`src/design/sched_pkg.sv`:
```
// Shared widths, array geometry and integer-format encoding, imported by the scheduler RTL
`default_nettype none

package sched_pkg;

  // Address and offset width
  localparam int unsigned ADDR_W = 32;

  // Iteration counters and count fields
  localparam int unsigned ITER_W = 16;

  // Rows per full X burst with one row per array column
  localparam int unsigned ARRAY_W = 12;

  // Burst length must hold ARRAY_W itself
  localparam int unsigned LEN_W = $clog2(ARRAY_W) + 1;

  // Byte step between adjacent X column blocks
  localparam logic [ADDR_W-1:0] MEM_JMP = ADDR_W'(32);

  // Group index width with the skip flag in the bit above
  localparam int unsigned GID_W = 8;

  // Packed integer format of the quantized weights
  typedef enum logic [1:0] {
    QINT_8 = 2'b00,
    QINT_4 = 2'b01,
    QINT_2 = 2'b10
  } qint_fmt_e;

endpackage

`default_nettype wire
```
`src/design/memory_scheduler.sv`:
```
// Top of the memory scheduler, connecting the X walker, stream launcher and dequant offset path
`timescale 1ns/1ps
`default_nettype none

module memory_scheduler (
  input  logic                         clk_i,
  input  logic                         rst_ni,
  input  logic                         clear_i,
  input  logic                         sched_rst_i,
  // Job configuration
  input  logic [sched_pkg::ADDR_W-1:0] x_addr_i,
  input  logic [sched_pkg::ITER_W-1:0] x_col_iters_i,
  input  logic [sched_pkg::ITER_W-1:0] x_row_iters_i,
  input  logic [sched_pkg::ITER_W-1:0] w_iters_i,
  input  logic [sched_pkg::ADDR_W-1:0] x_rows_offs_i,
  input  logic [sched_pkg::ITER_W-1:0] tot_x_read_i,
  input  logic [sched_pkg::LEN_W-1:0]  x_leftover_i,
  input  logic [sched_pkg::ADDR_W-1:0] w_addr_i,
  input  logic [sched_pkg::ADDR_W-1:0] scales_addr_i,
  input  logic [sched_pkg::ITER_W-1:0] w_d0_stride_i,
  input  logic                         accumulate_i,
  input  logic                         dequant_en_i,
  input  sched_pkg::qint_fmt_e         qint_fmt_i,
  input  logic                         first_load_i,
  input  logic                         idle_i,
  // Stream status
  input  logic                         x_done_i,
  input  logic                         x_ready_start_i,
  input  logic                         w_ready_start_i,
  input  logic                         y_ready_start_i,
  input  logic                         z_ready_start_i,
  input  logic                         dq_ready_start_i,
  // Index streams in
  input  logic                         gidx_valid_i,
  input  logic [sched_pkg::GID_W:0]    gidx_data_i,
  output logic                         gidx_ready_o,
  input  logic                         row_valid_i,
  input  logic [sched_pkg::ITER_W-1:0] row_data_i,
  output logic                         row_ready_o,
  // Offset streams out
  input  logic                         scales_ready_i,
  input  logic                         zeros_ready_i,
  input  logic                         wq_ready_i,
  output logic                         gidx_offs_valid_o,
  output logic [sched_pkg::ADDR_W-1:0] scales_offs_o,
  output logic [sched_pkg::ADDR_W-1:0] zeros_offs_o,
  output logic                         gidx_skip_o,
  output logic                         wq_valid_o,
  output logic [sched_pkg::ADDR_W-1:0] wq_offs_o,
  // X stream control
  output logic [sched_pkg::ADDR_W-1:0] x_base_addr_o,
  output logic [sched_pkg::LEN_W-1:0]  x_tot_len_o,
  // Start requests
  output logic                         x_req_start_o,
  output logic                         w_req_start_o,
  output logic                         y_req_start_o,
  output logic                         z_req_start_o,
  output logic                         dq_req_start_o,
  output logic [sched_pkg::ADDR_W-1:0] w_base_addr_o,
  output logic                         ignore_o
);

  logic x_reads_pending;

  x_tile_walker i_walker (
    .clk_i             (clk_i),
    .rst_ni            (rst_ni),
    .clear_i           (clear_i),
    .sched_rst_i       (sched_rst_i),
    .x_done_i          (x_done_i),
    .x_addr_i          (x_addr_i),
    .x_col_iters_i     (x_col_iters_i),
    .x_row_iters_i     (x_row_iters_i),
    .w_iters_i         (w_iters_i),
    .x_rows_offs_i     (x_rows_offs_i),
    .tot_x_read_i      (tot_x_read_i),
    .x_leftover_i      (x_leftover_i),
    .x_base_addr_o     (x_base_addr_o),
    .x_tot_len_o       (x_tot_len_o),
    .x_reads_pending_o (x_reads_pending)
  );

  stream_launch i_launch (
    .first_load_i      (first_load_i),
    .idle_i            (idle_i),
    .x_reads_pending_i (x_reads_pending),
    .accumulate_i      (accumulate_i),
    .dequant_en_i      (dequant_en_i),
    .w_addr_i          (w_addr_i),
    .scales_addr_i     (scales_addr_i),
    .x_ready_start_i   (x_ready_start_i),
    .w_ready_start_i   (w_ready_start_i),
    .y_ready_start_i   (y_ready_start_i),
    .z_ready_start_i   (z_ready_start_i),
    .dq_ready_start_i  (dq_ready_start_i),
    .x_req_start_o     (x_req_start_o),
    .w_req_start_o     (w_req_start_o),
    .y_req_start_o     (y_req_start_o),
    .z_req_start_o     (z_req_start_o),
    .dq_req_start_o    (dq_req_start_o),
    .w_base_addr_o     (w_base_addr_o),
    .ignore_o          (ignore_o)
  );

  dequant_offset_gen i_offset_gen (
    .gidx_valid_i      (gidx_valid_i),
    .gidx_data_i       (gidx_data_i),
    .gidx_ready_o      (gidx_ready_o),
    .row_valid_i       (row_valid_i),
    .row_data_i        (row_data_i),
    .row_ready_o       (row_ready_o),
    .w_d0_stride_i     (w_d0_stride_i),
    .qint_fmt_i        (qint_fmt_i),
    .scales_ready_i    (scales_ready_i),
    .zeros_ready_i     (zeros_ready_i),
    .wq_ready_i        (wq_ready_i),
    .gidx_offs_valid_o (gidx_offs_valid_o),
    .scales_offs_o     (scales_offs_o),
    .zeros_offs_o      (zeros_offs_o),
    .gidx_skip_o       (gidx_skip_o),
    .wq_valid_o        (wq_valid_o),
    .wq_offs_o         (wq_offs_o)
  );

endmodule

`default_nettype wire

```
`src/design/dequant_offset_gen.sv`:
```
// Converts group and row indices into scales, zeros and quantized-weight address offsets
`timescale 1ns/1ps
`default_nettype none

module dequant_offset_gen (
  input  logic                         gidx_valid_i,
  input  logic [sched_pkg::GID_W:0]    gidx_data_i,
  output logic                         gidx_ready_o,
  input  logic                         row_valid_i,
  input  logic [sched_pkg::ITER_W-1:0] row_data_i,
  output logic                         row_ready_o,
  input  logic [sched_pkg::ITER_W-1:0] w_d0_stride_i,
  input  sched_pkg::qint_fmt_e         qint_fmt_i,
  input  logic                         scales_ready_i,
  input  logic                         zeros_ready_i,
  input  logic                         wq_ready_i,
  output logic                         gidx_offs_valid_o,
  output logic [sched_pkg::ADDR_W-1:0] scales_offs_o,
  output logic [sched_pkg::ADDR_W-1:0] zeros_offs_o,
  output logic                         gidx_skip_o,
  output logic                         wq_valid_o,
  output logic [sched_pkg::ADDR_W-1:0] wq_offs_o
);
  import sched_pkg::*;

  logic [1:0]        q_shift;
  logic [ITER_W-1:0] packed_stride;
  logic [ADDR_W-1:0] gidx_ext;
  logic [ADDR_W-1:0] row_ext;
  logic [ADDR_W-1:0] stride_ext;
  logic [ADDR_W-1:0] packed_stride_ext;
  logic              gidx_sink_rdy;

  // Narrower formats pack more weights per byte
  always_comb begin
    case (qint_fmt_i)
      QINT_2:  q_shift = 2'd3;
      QINT_4:  q_shift = 2'd2;
      default: q_shift = 2'd1;
    endcase
  end

  assign packed_stride = w_d0_stride_i >> q_shift;

  assign gidx_ext          = ADDR_W'(gidx_data_i[GID_W-1:0]);
  assign row_ext           = ADDR_W'(row_data_i);
  assign stride_ext        = ADDR_W'(w_d0_stride_i);
  assign packed_stride_ext = ADDR_W'(packed_stride);

  assign scales_offs_o = gidx_ext * stride_ext;
  assign zeros_offs_o  = gidx_ext * packed_stride_ext;
  assign wq_offs_o     = row_ext * packed_stride_ext;

  assign gidx_skip_o = gidx_data_i[GID_W];

  // Scales and zeros consume one group index together
  assign gidx_sink_rdy     = scales_ready_i && zeros_ready_i;
  assign gidx_ready_o      = gidx_sink_rdy;
  assign gidx_offs_valid_o = gidx_valid_i && gidx_sink_rdy;

  assign row_ready_o = wq_ready_i;
  assign wq_valid_o  = row_valid_i && wq_ready_i;

endmodule

`default_nettype wire

```
`src/design/stream_launch.sv`:
```
// Raises the stream start requests and picks the W base address from the dequantization mode
`timescale 1ns/1ps
`default_nettype none

module stream_launch (
  input  logic                         first_load_i,
  input  logic                         idle_i,
  input  logic                         x_reads_pending_i,
  input  logic                         accumulate_i,
  input  logic                         dequant_en_i,
  input  logic [sched_pkg::ADDR_W-1:0] w_addr_i,
  input  logic [sched_pkg::ADDR_W-1:0] scales_addr_i,
  input  logic                         x_ready_start_i,
  input  logic                         w_ready_start_i,
  input  logic                         y_ready_start_i,
  input  logic                         z_ready_start_i,
  input  logic                         dq_ready_start_i,
  output logic                         x_req_start_o,
  output logic                         w_req_start_o,
  output logic                         y_req_start_o,
  output logic                         z_req_start_o,
  output logic                         dq_req_start_o,
  output logic [sched_pkg::ADDR_W-1:0] w_base_addr_o,
  output logic                         ignore_o
);

  logic x_wanted;

  // X is reloaded for every tile, not only on the first load
  assign x_wanted = first_load_i | x_reads_pending_i;

  assign x_req_start_o = !idle_i && x_wanted && x_ready_start_i;

  // W, Y and Z are started once per job
  assign w_req_start_o = first_load_i && w_ready_start_i;
  assign z_req_start_o = first_load_i && z_ready_start_i;

  // Y holds the accumulation operand
  assign y_req_start_o = first_load_i && accumulate_i && y_ready_start_i;

  // Group index, zeros and quantized weights start together
  assign dq_req_start_o = dequant_en_i && first_load_i && dq_ready_start_i;

  // W port fetches the scales when dequantizing
  assign w_base_addr_o = dequant_en_i ? scales_addr_i : w_addr_i;

  // Offset and skip inputs of the streams unused without dequant
  assign ignore_o = !dequant_en_i;

endmodule

`default_nettype wire

```
`src/design/x_tile_walker.sv`:
```
// Walks the X operand tile by tile on stream completion and forms its base address and burst length
`timescale 1ns/1ps
`default_nettype none

module x_tile_walker (
  input  logic                         clk_i,
  input  logic                         rst_ni,
  input  logic                         clear_i,
  input  logic                         sched_rst_i,
  input  logic                         x_done_i,
  input  logic [sched_pkg::ADDR_W-1:0] x_addr_i,
  input  logic [sched_pkg::ITER_W-1:0] x_col_iters_i,
  input  logic [sched_pkg::ITER_W-1:0] x_row_iters_i,
  input  logic [sched_pkg::ITER_W-1:0] w_iters_i,
  input  logic [sched_pkg::ADDR_W-1:0] x_rows_offs_i,
  input  logic [sched_pkg::ITER_W-1:0] tot_x_read_i,
  input  logic [sched_pkg::LEN_W-1:0]  x_leftover_i,
  output logic [sched_pkg::ADDR_W-1:0] x_base_addr_o,
  output logic [sched_pkg::LEN_W-1:0]  x_tot_len_o,
  output logic                         x_reads_pending_o
);
  import sched_pkg::*;

  logic [ITER_W-1:0] col_iter_d, col_iter_q;
  logic [ITER_W-1:0] w_iter_d, w_iter_q;
  logic [ITER_W-1:0] row_iter_d, row_iter_q;
  logic [ITER_W-1:0] read_cnt_d, read_cnt_q;
  logic [ADDR_W-1:0] col_offs_d, col_offs_q;
  logic [ADDR_W-1:0] row_offs_d, row_offs_q;

  logic [ITER_W-1:0] col_max;
  logic [ITER_W-1:0] w_max;
  logic [ITER_W-1:0] row_max;
  logic              col_wrap;
  logic              w_wrap;
  logic              row_wrap;
  logic              flush;

  assign col_max  = x_col_iters_i - 1'b1;
  assign w_max    = w_iters_i - 1'b1;
  assign row_max  = x_row_iters_i - 1'b1;

  assign col_wrap = col_iter_q == col_max;
  assign w_wrap   = w_iter_q == w_max;
  assign row_wrap = row_iter_q == row_max;

  assign flush    = clear_i | sched_rst_i;

  // Column is innermost, then weight block, then row
  always_comb begin
    col_iter_d = col_iter_q;
    w_iter_d   = w_iter_q;
    row_iter_d = row_iter_q;
    read_cnt_d = read_cnt_q;
    col_offs_d = col_offs_q;
    row_offs_d = row_offs_q;
    if (x_done_i) begin
      col_iter_d = col_wrap ? '0 : col_iter_q + 1'b1;
      col_offs_d = col_wrap ? '0 : col_offs_q + MEM_JMP;
      read_cnt_d = read_cnt_q + 1'b1;
      if (col_wrap) begin
        w_iter_d = w_wrap ? '0 : w_iter_q + 1'b1;
        // Next row block only once every weight block has seen all columns
        if (w_wrap) begin
          row_iter_d = row_wrap ? '0 : row_iter_q + 1'b1;
          row_offs_d = row_wrap ? '0 : row_offs_q + x_rows_offs_i;
        end
      end
    end
  end

  always_ff @(posedge clk_i or negedge rst_ni) begin
    if (!rst_ni) begin
      col_iter_q <= '0;
      w_iter_q   <= '0;
      row_iter_q <= '0;
      read_cnt_q <= '0;
      col_offs_q <= '0;
      row_offs_q <= '0;
    end else if (flush) begin
      col_iter_q <= '0;
      w_iter_q   <= '0;
      row_iter_q <= '0;
      read_cnt_q <= '0;
      col_offs_q <= '0;
      row_offs_q <= '0;
    end else begin
      col_iter_q <= col_iter_d;
      w_iter_q   <= w_iter_d;
      row_iter_q <= row_iter_d;
      read_cnt_q <= read_cnt_d;
      col_offs_q <= col_offs_d;
      row_offs_q <= row_offs_d;
    end
  end

  assign x_base_addr_o = x_addr_i + row_offs_q + col_offs_q;

  // Last row block is short when the row count does not divide evenly
  assign x_tot_len_o = (row_wrap && (x_leftover_i != '0)) ? x_leftover_i : LEN_W'(ARRAY_W);

  // Reads remain while the count has started but not reached the total
  assign x_reads_pending_o = (read_cnt_q != '0) && (read_cnt_q != tot_x_read_i);

endmodule

`default_nettype wire

```
`config.mk`:
```
export PLATFORM = sky130hd
export DESIGN_NAME = memory_scheduler
export DESIGN_NICKNAME = d
export VERILOG_FILES = /design/src/design/sched_pkg.sv /design/src/design/memory_scheduler.sv /design/src/design/dequant_offset_gen.sv /design/src/design/stream_launch.sv /design/src/design/x_tile_walker.sv
export SDC_FILE = /design/constraint.sdc
export NUM_CORES = 2
export LEC_CHECK = 0
export BUFFER_PORTS_ARGS = -buffer_cell sky130_fd_sc_hd__buf_2
export CAP_MARGIN = 20
export CORE_MARGIN = 2
export CORE_UTILIZATION = 40
export CTS_BUF_LIST = sky130_fd_sc_hd__clkbuf_4
export DETAILED_ROUTE_END_ITERATION = 16
export MAX_ROUTING_LAYER = met4
export PLACE_DENSITY = 0.66
export SETUP_SLACK_MARGIN = 0.1
export SLEW_MARGIN = 20
export SYNTH_ARGS = -nofsm -noshare
export SYNTH_HDL_FRONTEND = slang
export SYNTH_SLANG_ARGS = --single-unit
export TNS_END_PERCENT = 50
```
`constraint.sdc`:
```
create_clock -name clk_i -period 7.6 [get_ports clk_i]
set_input_delay 0.38 -clock clk_i [delete_from_list [all_inputs] [get_ports clk_i]]
set_output_delay 0.38 -clock clk_i [all_outputs]
set_load 0.1 [all_outputs]
```
* Word-level counts from Yosys, hierarchy flattened
Cells that the tools add are included.
** Cells by class
- $add $sub $neg :: 11
- Multiply operators :: 3
- Equality and inequality tests :: 6
- Shift operators :: 1
- Muxes and demuxes :: 25
- Bitwise logic cells :: 2
- Reductions and logical operators :: 22
** Operator list (number)
- $mux 32 :: 9
- $mux 16 :: 14
- $add 32x32->32 :: 3
- $add 16x1->16 const B :: 4
- $eq 16x16->1 :: 3
- $mul 8x16->24 :: 2
- $sub 16x1->16 const B :: 3
- $add 32x6->32 const B :: 1
- $mul 16x16->32 :: 1
- $ne 16x16->1 :: 1
- $reduce_bool 16->1 :: 1
- $shr 16x2->16 :: 1
- $logic_and 1x1->1 :: 13
- $reduce_bool 2->1 :: 3
- $mux 5 :: 1
- $reduce_bool 5->1 :: 1
- $pmux 2 s2 :: 1
- $reduce_and 3->1 :: 1
- $eq 2x1->1 const B :: 1
- $eq 2x2->1 const B :: 1
- $logic_not 1->1 :: 2
- $or 1x1->1 :: 2
- $reduce_and 2->1 :: 1
** Storage, ports and cells
- Bits in registers :: 128
- Input port bits :: 259
- Output and inout bits :: 176
- Word-level logic and storage cells :: 76

* Longest topological paths before layout
- Word-level depth :: 7
- Depth in mapped cells :: 28
- Depth with buffers taken out :: 26

* Modules after synthesis
Synthesis repeated with hierarchy kept, for this count alone.
** Second synthesis, totals
- Cells, all modules :: 3382
- Area total of the unflattened synthesis :: 29011.6 um2
** By module, submodules not included
- dequant_offset_gen :: times used 1, cells an instance 1998, area each 16972.5 um2, seq. area each 0.0 um2
- x_tile_walker :: times used 1, cells an instance 1341, area each 11467.2 um2, seq. area each 3078.0 um2
- stream_launch :: times used 1, cells an instance 43, area each 571.8 um2, seq. area each 0.0 um2

* Worst setup path after synthesis
OpenSTA, ideal clock, no wires.
- Path type :: input to output
- Start point :: input port qint_fmt_i[1]
- End point :: output port wq_offs_o[29] (netlist name)
- Arrival time :: 10.270 ns
- Data required time :: 7.220 ns
- Path slack :: -3.050 ns
- Stages on the path :: 25
- Path buffers :: 3
- Path through :: inv_1 -> ha_1 -> clkbuf_1 -> clkbuf_1 -> mux4_2 -> clkbuf_1 -> and2_1 -> fa_1 -> inv_1 -> fa_1 -> inv_1 -> fa_1 -> fa_1 -> fa_1 -> inv_1 -> fa_1 -> inv_1 -> ha_1 -> a211o_1 -> nor4_1 -> a21oi_1 -> a21o_1 -> a211oi_1 -> nor2_1 -> o311ai_0
** Between the ends
- Word-level cells in the longest chain between the ends :: 4
- Elaborated cells between the ends (all ways) :: 5
- Those cells by class :: 1 x mul; 2 x eq/ne; 1 x shift; 1 x mux
** Ends and longest elaborated chain
- start, declared :: RTL line memory_scheduler.sv:23 : input sched_pkg::qint_fmt_e qint_fmt_i,
- $eq 2x1->1 / $eq 2x2->1 (equally long branches) :: RTL line dequant_offset_gen.sv:36 : case (qint_fmt_i)
- $pmux 2 s2 * :: RTL line dequant_offset_gen.sv:36
- $shr 16x2->16 * :: RTL line dequant_offset_gen.sv:43 : assign packed_stride = w_d0_stride_i >> q_shift;
- $mul 16x16->32 * :: RTL line dequant_offset_gen.sv:52 : assign wq_offs_o = row_ext * packed_stride_ext;
- end, declared :: RTL line memory_scheduler.sv:49 : output logic [sched_pkg::ADDR_W-1:0] wq_offs_o,
Mark *: on every way between the ends. The rest lies on a longest branch, timed or not.

* Final worst setup path
- Start point :: input port qint_fmt_i[1]
- End point :: output port wq_offs_o[26] (netlist name)
The elaborated chain is that of the path after synthesis.

==> results.md <==
- Most used cell, CP: buf_6
- Root Buffer: clkbuf_4
- CP Capture Type: output port
- Top post-synthesis cells by count: inv_1, nand2_1, fa_1, ha_1, and2_1
- CTS Buffer Depth: 2
- Non-Filler Instances: 4676
- Layout Skew: 37.6 ps
- DR pass1 iterations: 5
- DP HPWL: about 63 mm
- Met1 usage: 27.7%
- Final #Nets: 4634
- Num CTS Buffers: 17
- Placed Area: about 32000 um2
- MaxCap Viol Count: 0
- DRC: 0
- RSZ-0062 raised after global routing: true
- GRT Max-Usage Layer: met2
- Synth async-reset ratio: 100%
- Fmax: between 100 and 150 MHz
- Yosys warns: 0
- Worst setup SP type: input port
- CP Buf/Inv Count: 12
- Slowest library cell on the worst path: mux4_2
- WS Path Type: input port to output port
- Routed len/inst: 16.6 um
- H-tree levels: 4
- Syn Area/Cell: around 8.6 um2
- Routability congestion estimate: 0.917
- EDFF count, synth: 0
- Fin. Hold Viols: 0
- Top post-synthesis cells by area: fa_1, ha_1, dfrtp_1, inv_1, and2_1
- # rows: 97
- Synth top area share: a little over a quarter
- Overall overflow remaining after global route: 0
- Register area share after synthesis: 10.8%
- Starting Density: ~40%
- Final WL: around 78 mm
- Final min period: about 7500 ps
- Largest net degree at the start of global routing: 77
- Mapped Area: ~28000 um2
- I/O Buffers: ~420
- Top FF cell, synth: dfrtp_1
- #FFs+latches synth: 123
- DIE AREA: 73200 um2
- CP max FO: 8
- Actual slew at the worst max-slew pin: 1070 ps
- Via-to-Cell Ratio: 5.21
- Met2 Use GR: 38.1%
- Placed Cells: between 4000 and 5000
- Slew Limit Fails: 0
- Die W: roughly 270 um
- # clock sinks: 123
- Count leader, synth: inv_1
- HP Class: input port to register
- Vias in the first global route: about 25000
- WP data arrival: 7140 ps
- Worst skew pair latency: about 570 ps
- Chip height: approximately 270 um
- CP top delay family: adder cells
- All-layer global routing usage: 22.1%
- Area grow syn2layout: 16.9%
- Synthesized instance count: between 3000 and 4000
- Worst EP required: about 7200 ps
- FILL cells: 6908
- Synth unique cells: 80
- # setup viols final: 0
- Vias: roughly 24000
- Fin area: between 30000 and 40000 um2
- Largest area contributor in the netlist: fa_1
- Worst slew margin: just under 30%
- Worst-path clk slew: ~130 ps
- Status: finished clean
- First-pass GRT wire length: between 100 and 150 mm
- Grt met3 use: around 3.1%
- DRT iter0 DRCs: between 1000 and 1500
- Max stage delay on crit path: 590 ps
- Antenna violations before repair: 9
- Antenna Nets Post-Route: 0
- IO Pins: 435
- Core ar.: 70100 um2
- Final period utilization: roughly 99%
- CTS tree: yes
- Share of post-route cells with drive strength above 1: a little under 20%
path summary, 6_finish.rpt:
check	start	to	slack [ps]	cells after the start
worst max register to register	i_walker.col_iter_q[5]	i_walker.row_iter_q[3]	4030	10
worst min register to register	i_walker.row_iter_q[15]	i_walker.row_iter_q[15]	530	1
worst min-delay path	x_rows_offs_i[0]	i_walker.row_offs_q[0]	220	4
min in group asynchronous	rst_ni	i_walker.col_offs_q[23]	380	2
max in group asynchronous	rst_ni	i_walker.w_iter_q[9]	6060	3
worst max-delay path	qint_fmt_i[1]	wq_offs_o[26]	80	31
state kept, by name, indices dropped and copies added (netlist names):
name	cells
i_walker.read_cnt_q	16
i_walker.w_iter_q	16
i_walker.col_iter_q	16
i_walker.row_iter_q	16
i_walker.col_offs_q	27
i_walker.row_offs_q	32
cells by family (layout without fill, tap and decap cells):
group	Yosys count	after routing	synth area share [%]
multiplexers	63	64	2.78
flip-flops	123	123	10.8
AND/OR/NAND/NOR	1138	1138	20.1
other	1	23	0.0132
AO/OA/AOI/OAI	477	477	11.5
adder cells (fa/ha/maj)	658	658	39.3
buffers and inverters	592	1016	8.21
XOR/XNOR	237	237	7.31
layer usage:
metal / part of all wire, % / vias to the layer above
met5: 0 / -
met4: 1.8 / 0
met3: 5.5 / 104
met2: 50 / 693
met1: 43 / 12015
li1: - / 11543
worst reg2reg max path: cells and delay by family (launching register included):
kind	cells	cell delay (ps)
XOR/XNOR	1	160
flip-flops	1	440
buffers and inverters	1	390
AO/OA/AOI/OAI	4	1220
AND/OR/NAND/NOR	4	1280
metrics by stage:
step                      utilization [%]  hold WS [ps]  setup slack, ps  TNS (ps)
final                                47.4           222             77.3         0
after global routing                 47.4           194            -89.6      -367
after detailed placement             46.1           442             -266      -840
after global placement               46.1           457             -172      -449
after CTS                            47.0           168             84.5         0
after floorplan                         -          84.4            -78.9      -209
layout make-up:
cell class                      instances  area, um2  share of cell area [%]
Clock buffer                           20        150                   0.452
Tap cell                              940       1180                    3.54
Timing Repair Buffer                  545       3490                    10.5
Multi-Input combinational cell       2590      23500                    70.8
Antenna cell                            7       17.5                  0.0527
Clock inverter                         11        124                   0.373
Inverter                              440       1650                    4.98
Sequential cell                       123       3080                    9.27
cell usage in the layout (no fill, tap or decap), drive strengths merged, types with 31 or more instances in the layout:
| cell type | n |
|---|---|
| buf | 543 |
| inv | 440 |
| nand2 | 417 |
| fa | 390 |
| ha | 268 |
| and2 | 254 |
| nor2 | 158 |
| xnor2 | 135 |
| dfrtp | 123 |
| o21ai | 116 |
| a21oi | 108 |
| xor2 | 102 |
| a21o | 51 |
| and3 | 51 |
| nand3 | 47 |
| mux2 | 38 |
| o31ai | 37 |
| nor3 | 35 |
| nand2b | 31 |
repair_timing:
action                                 in CTS  in global routing
setup endpoints to repair                   7                 14
endpoints found under the hold margin      47                  0
pin swaps                                  14                 22
hold buffers                                1                  0
gates resized for setup                    28                 38
cloned                                      1                  0
setup buffers                              27                  6
Power is not shown: default switching activity piles up to over one toggle a cycle in this logic, so the estimate is an artifact.
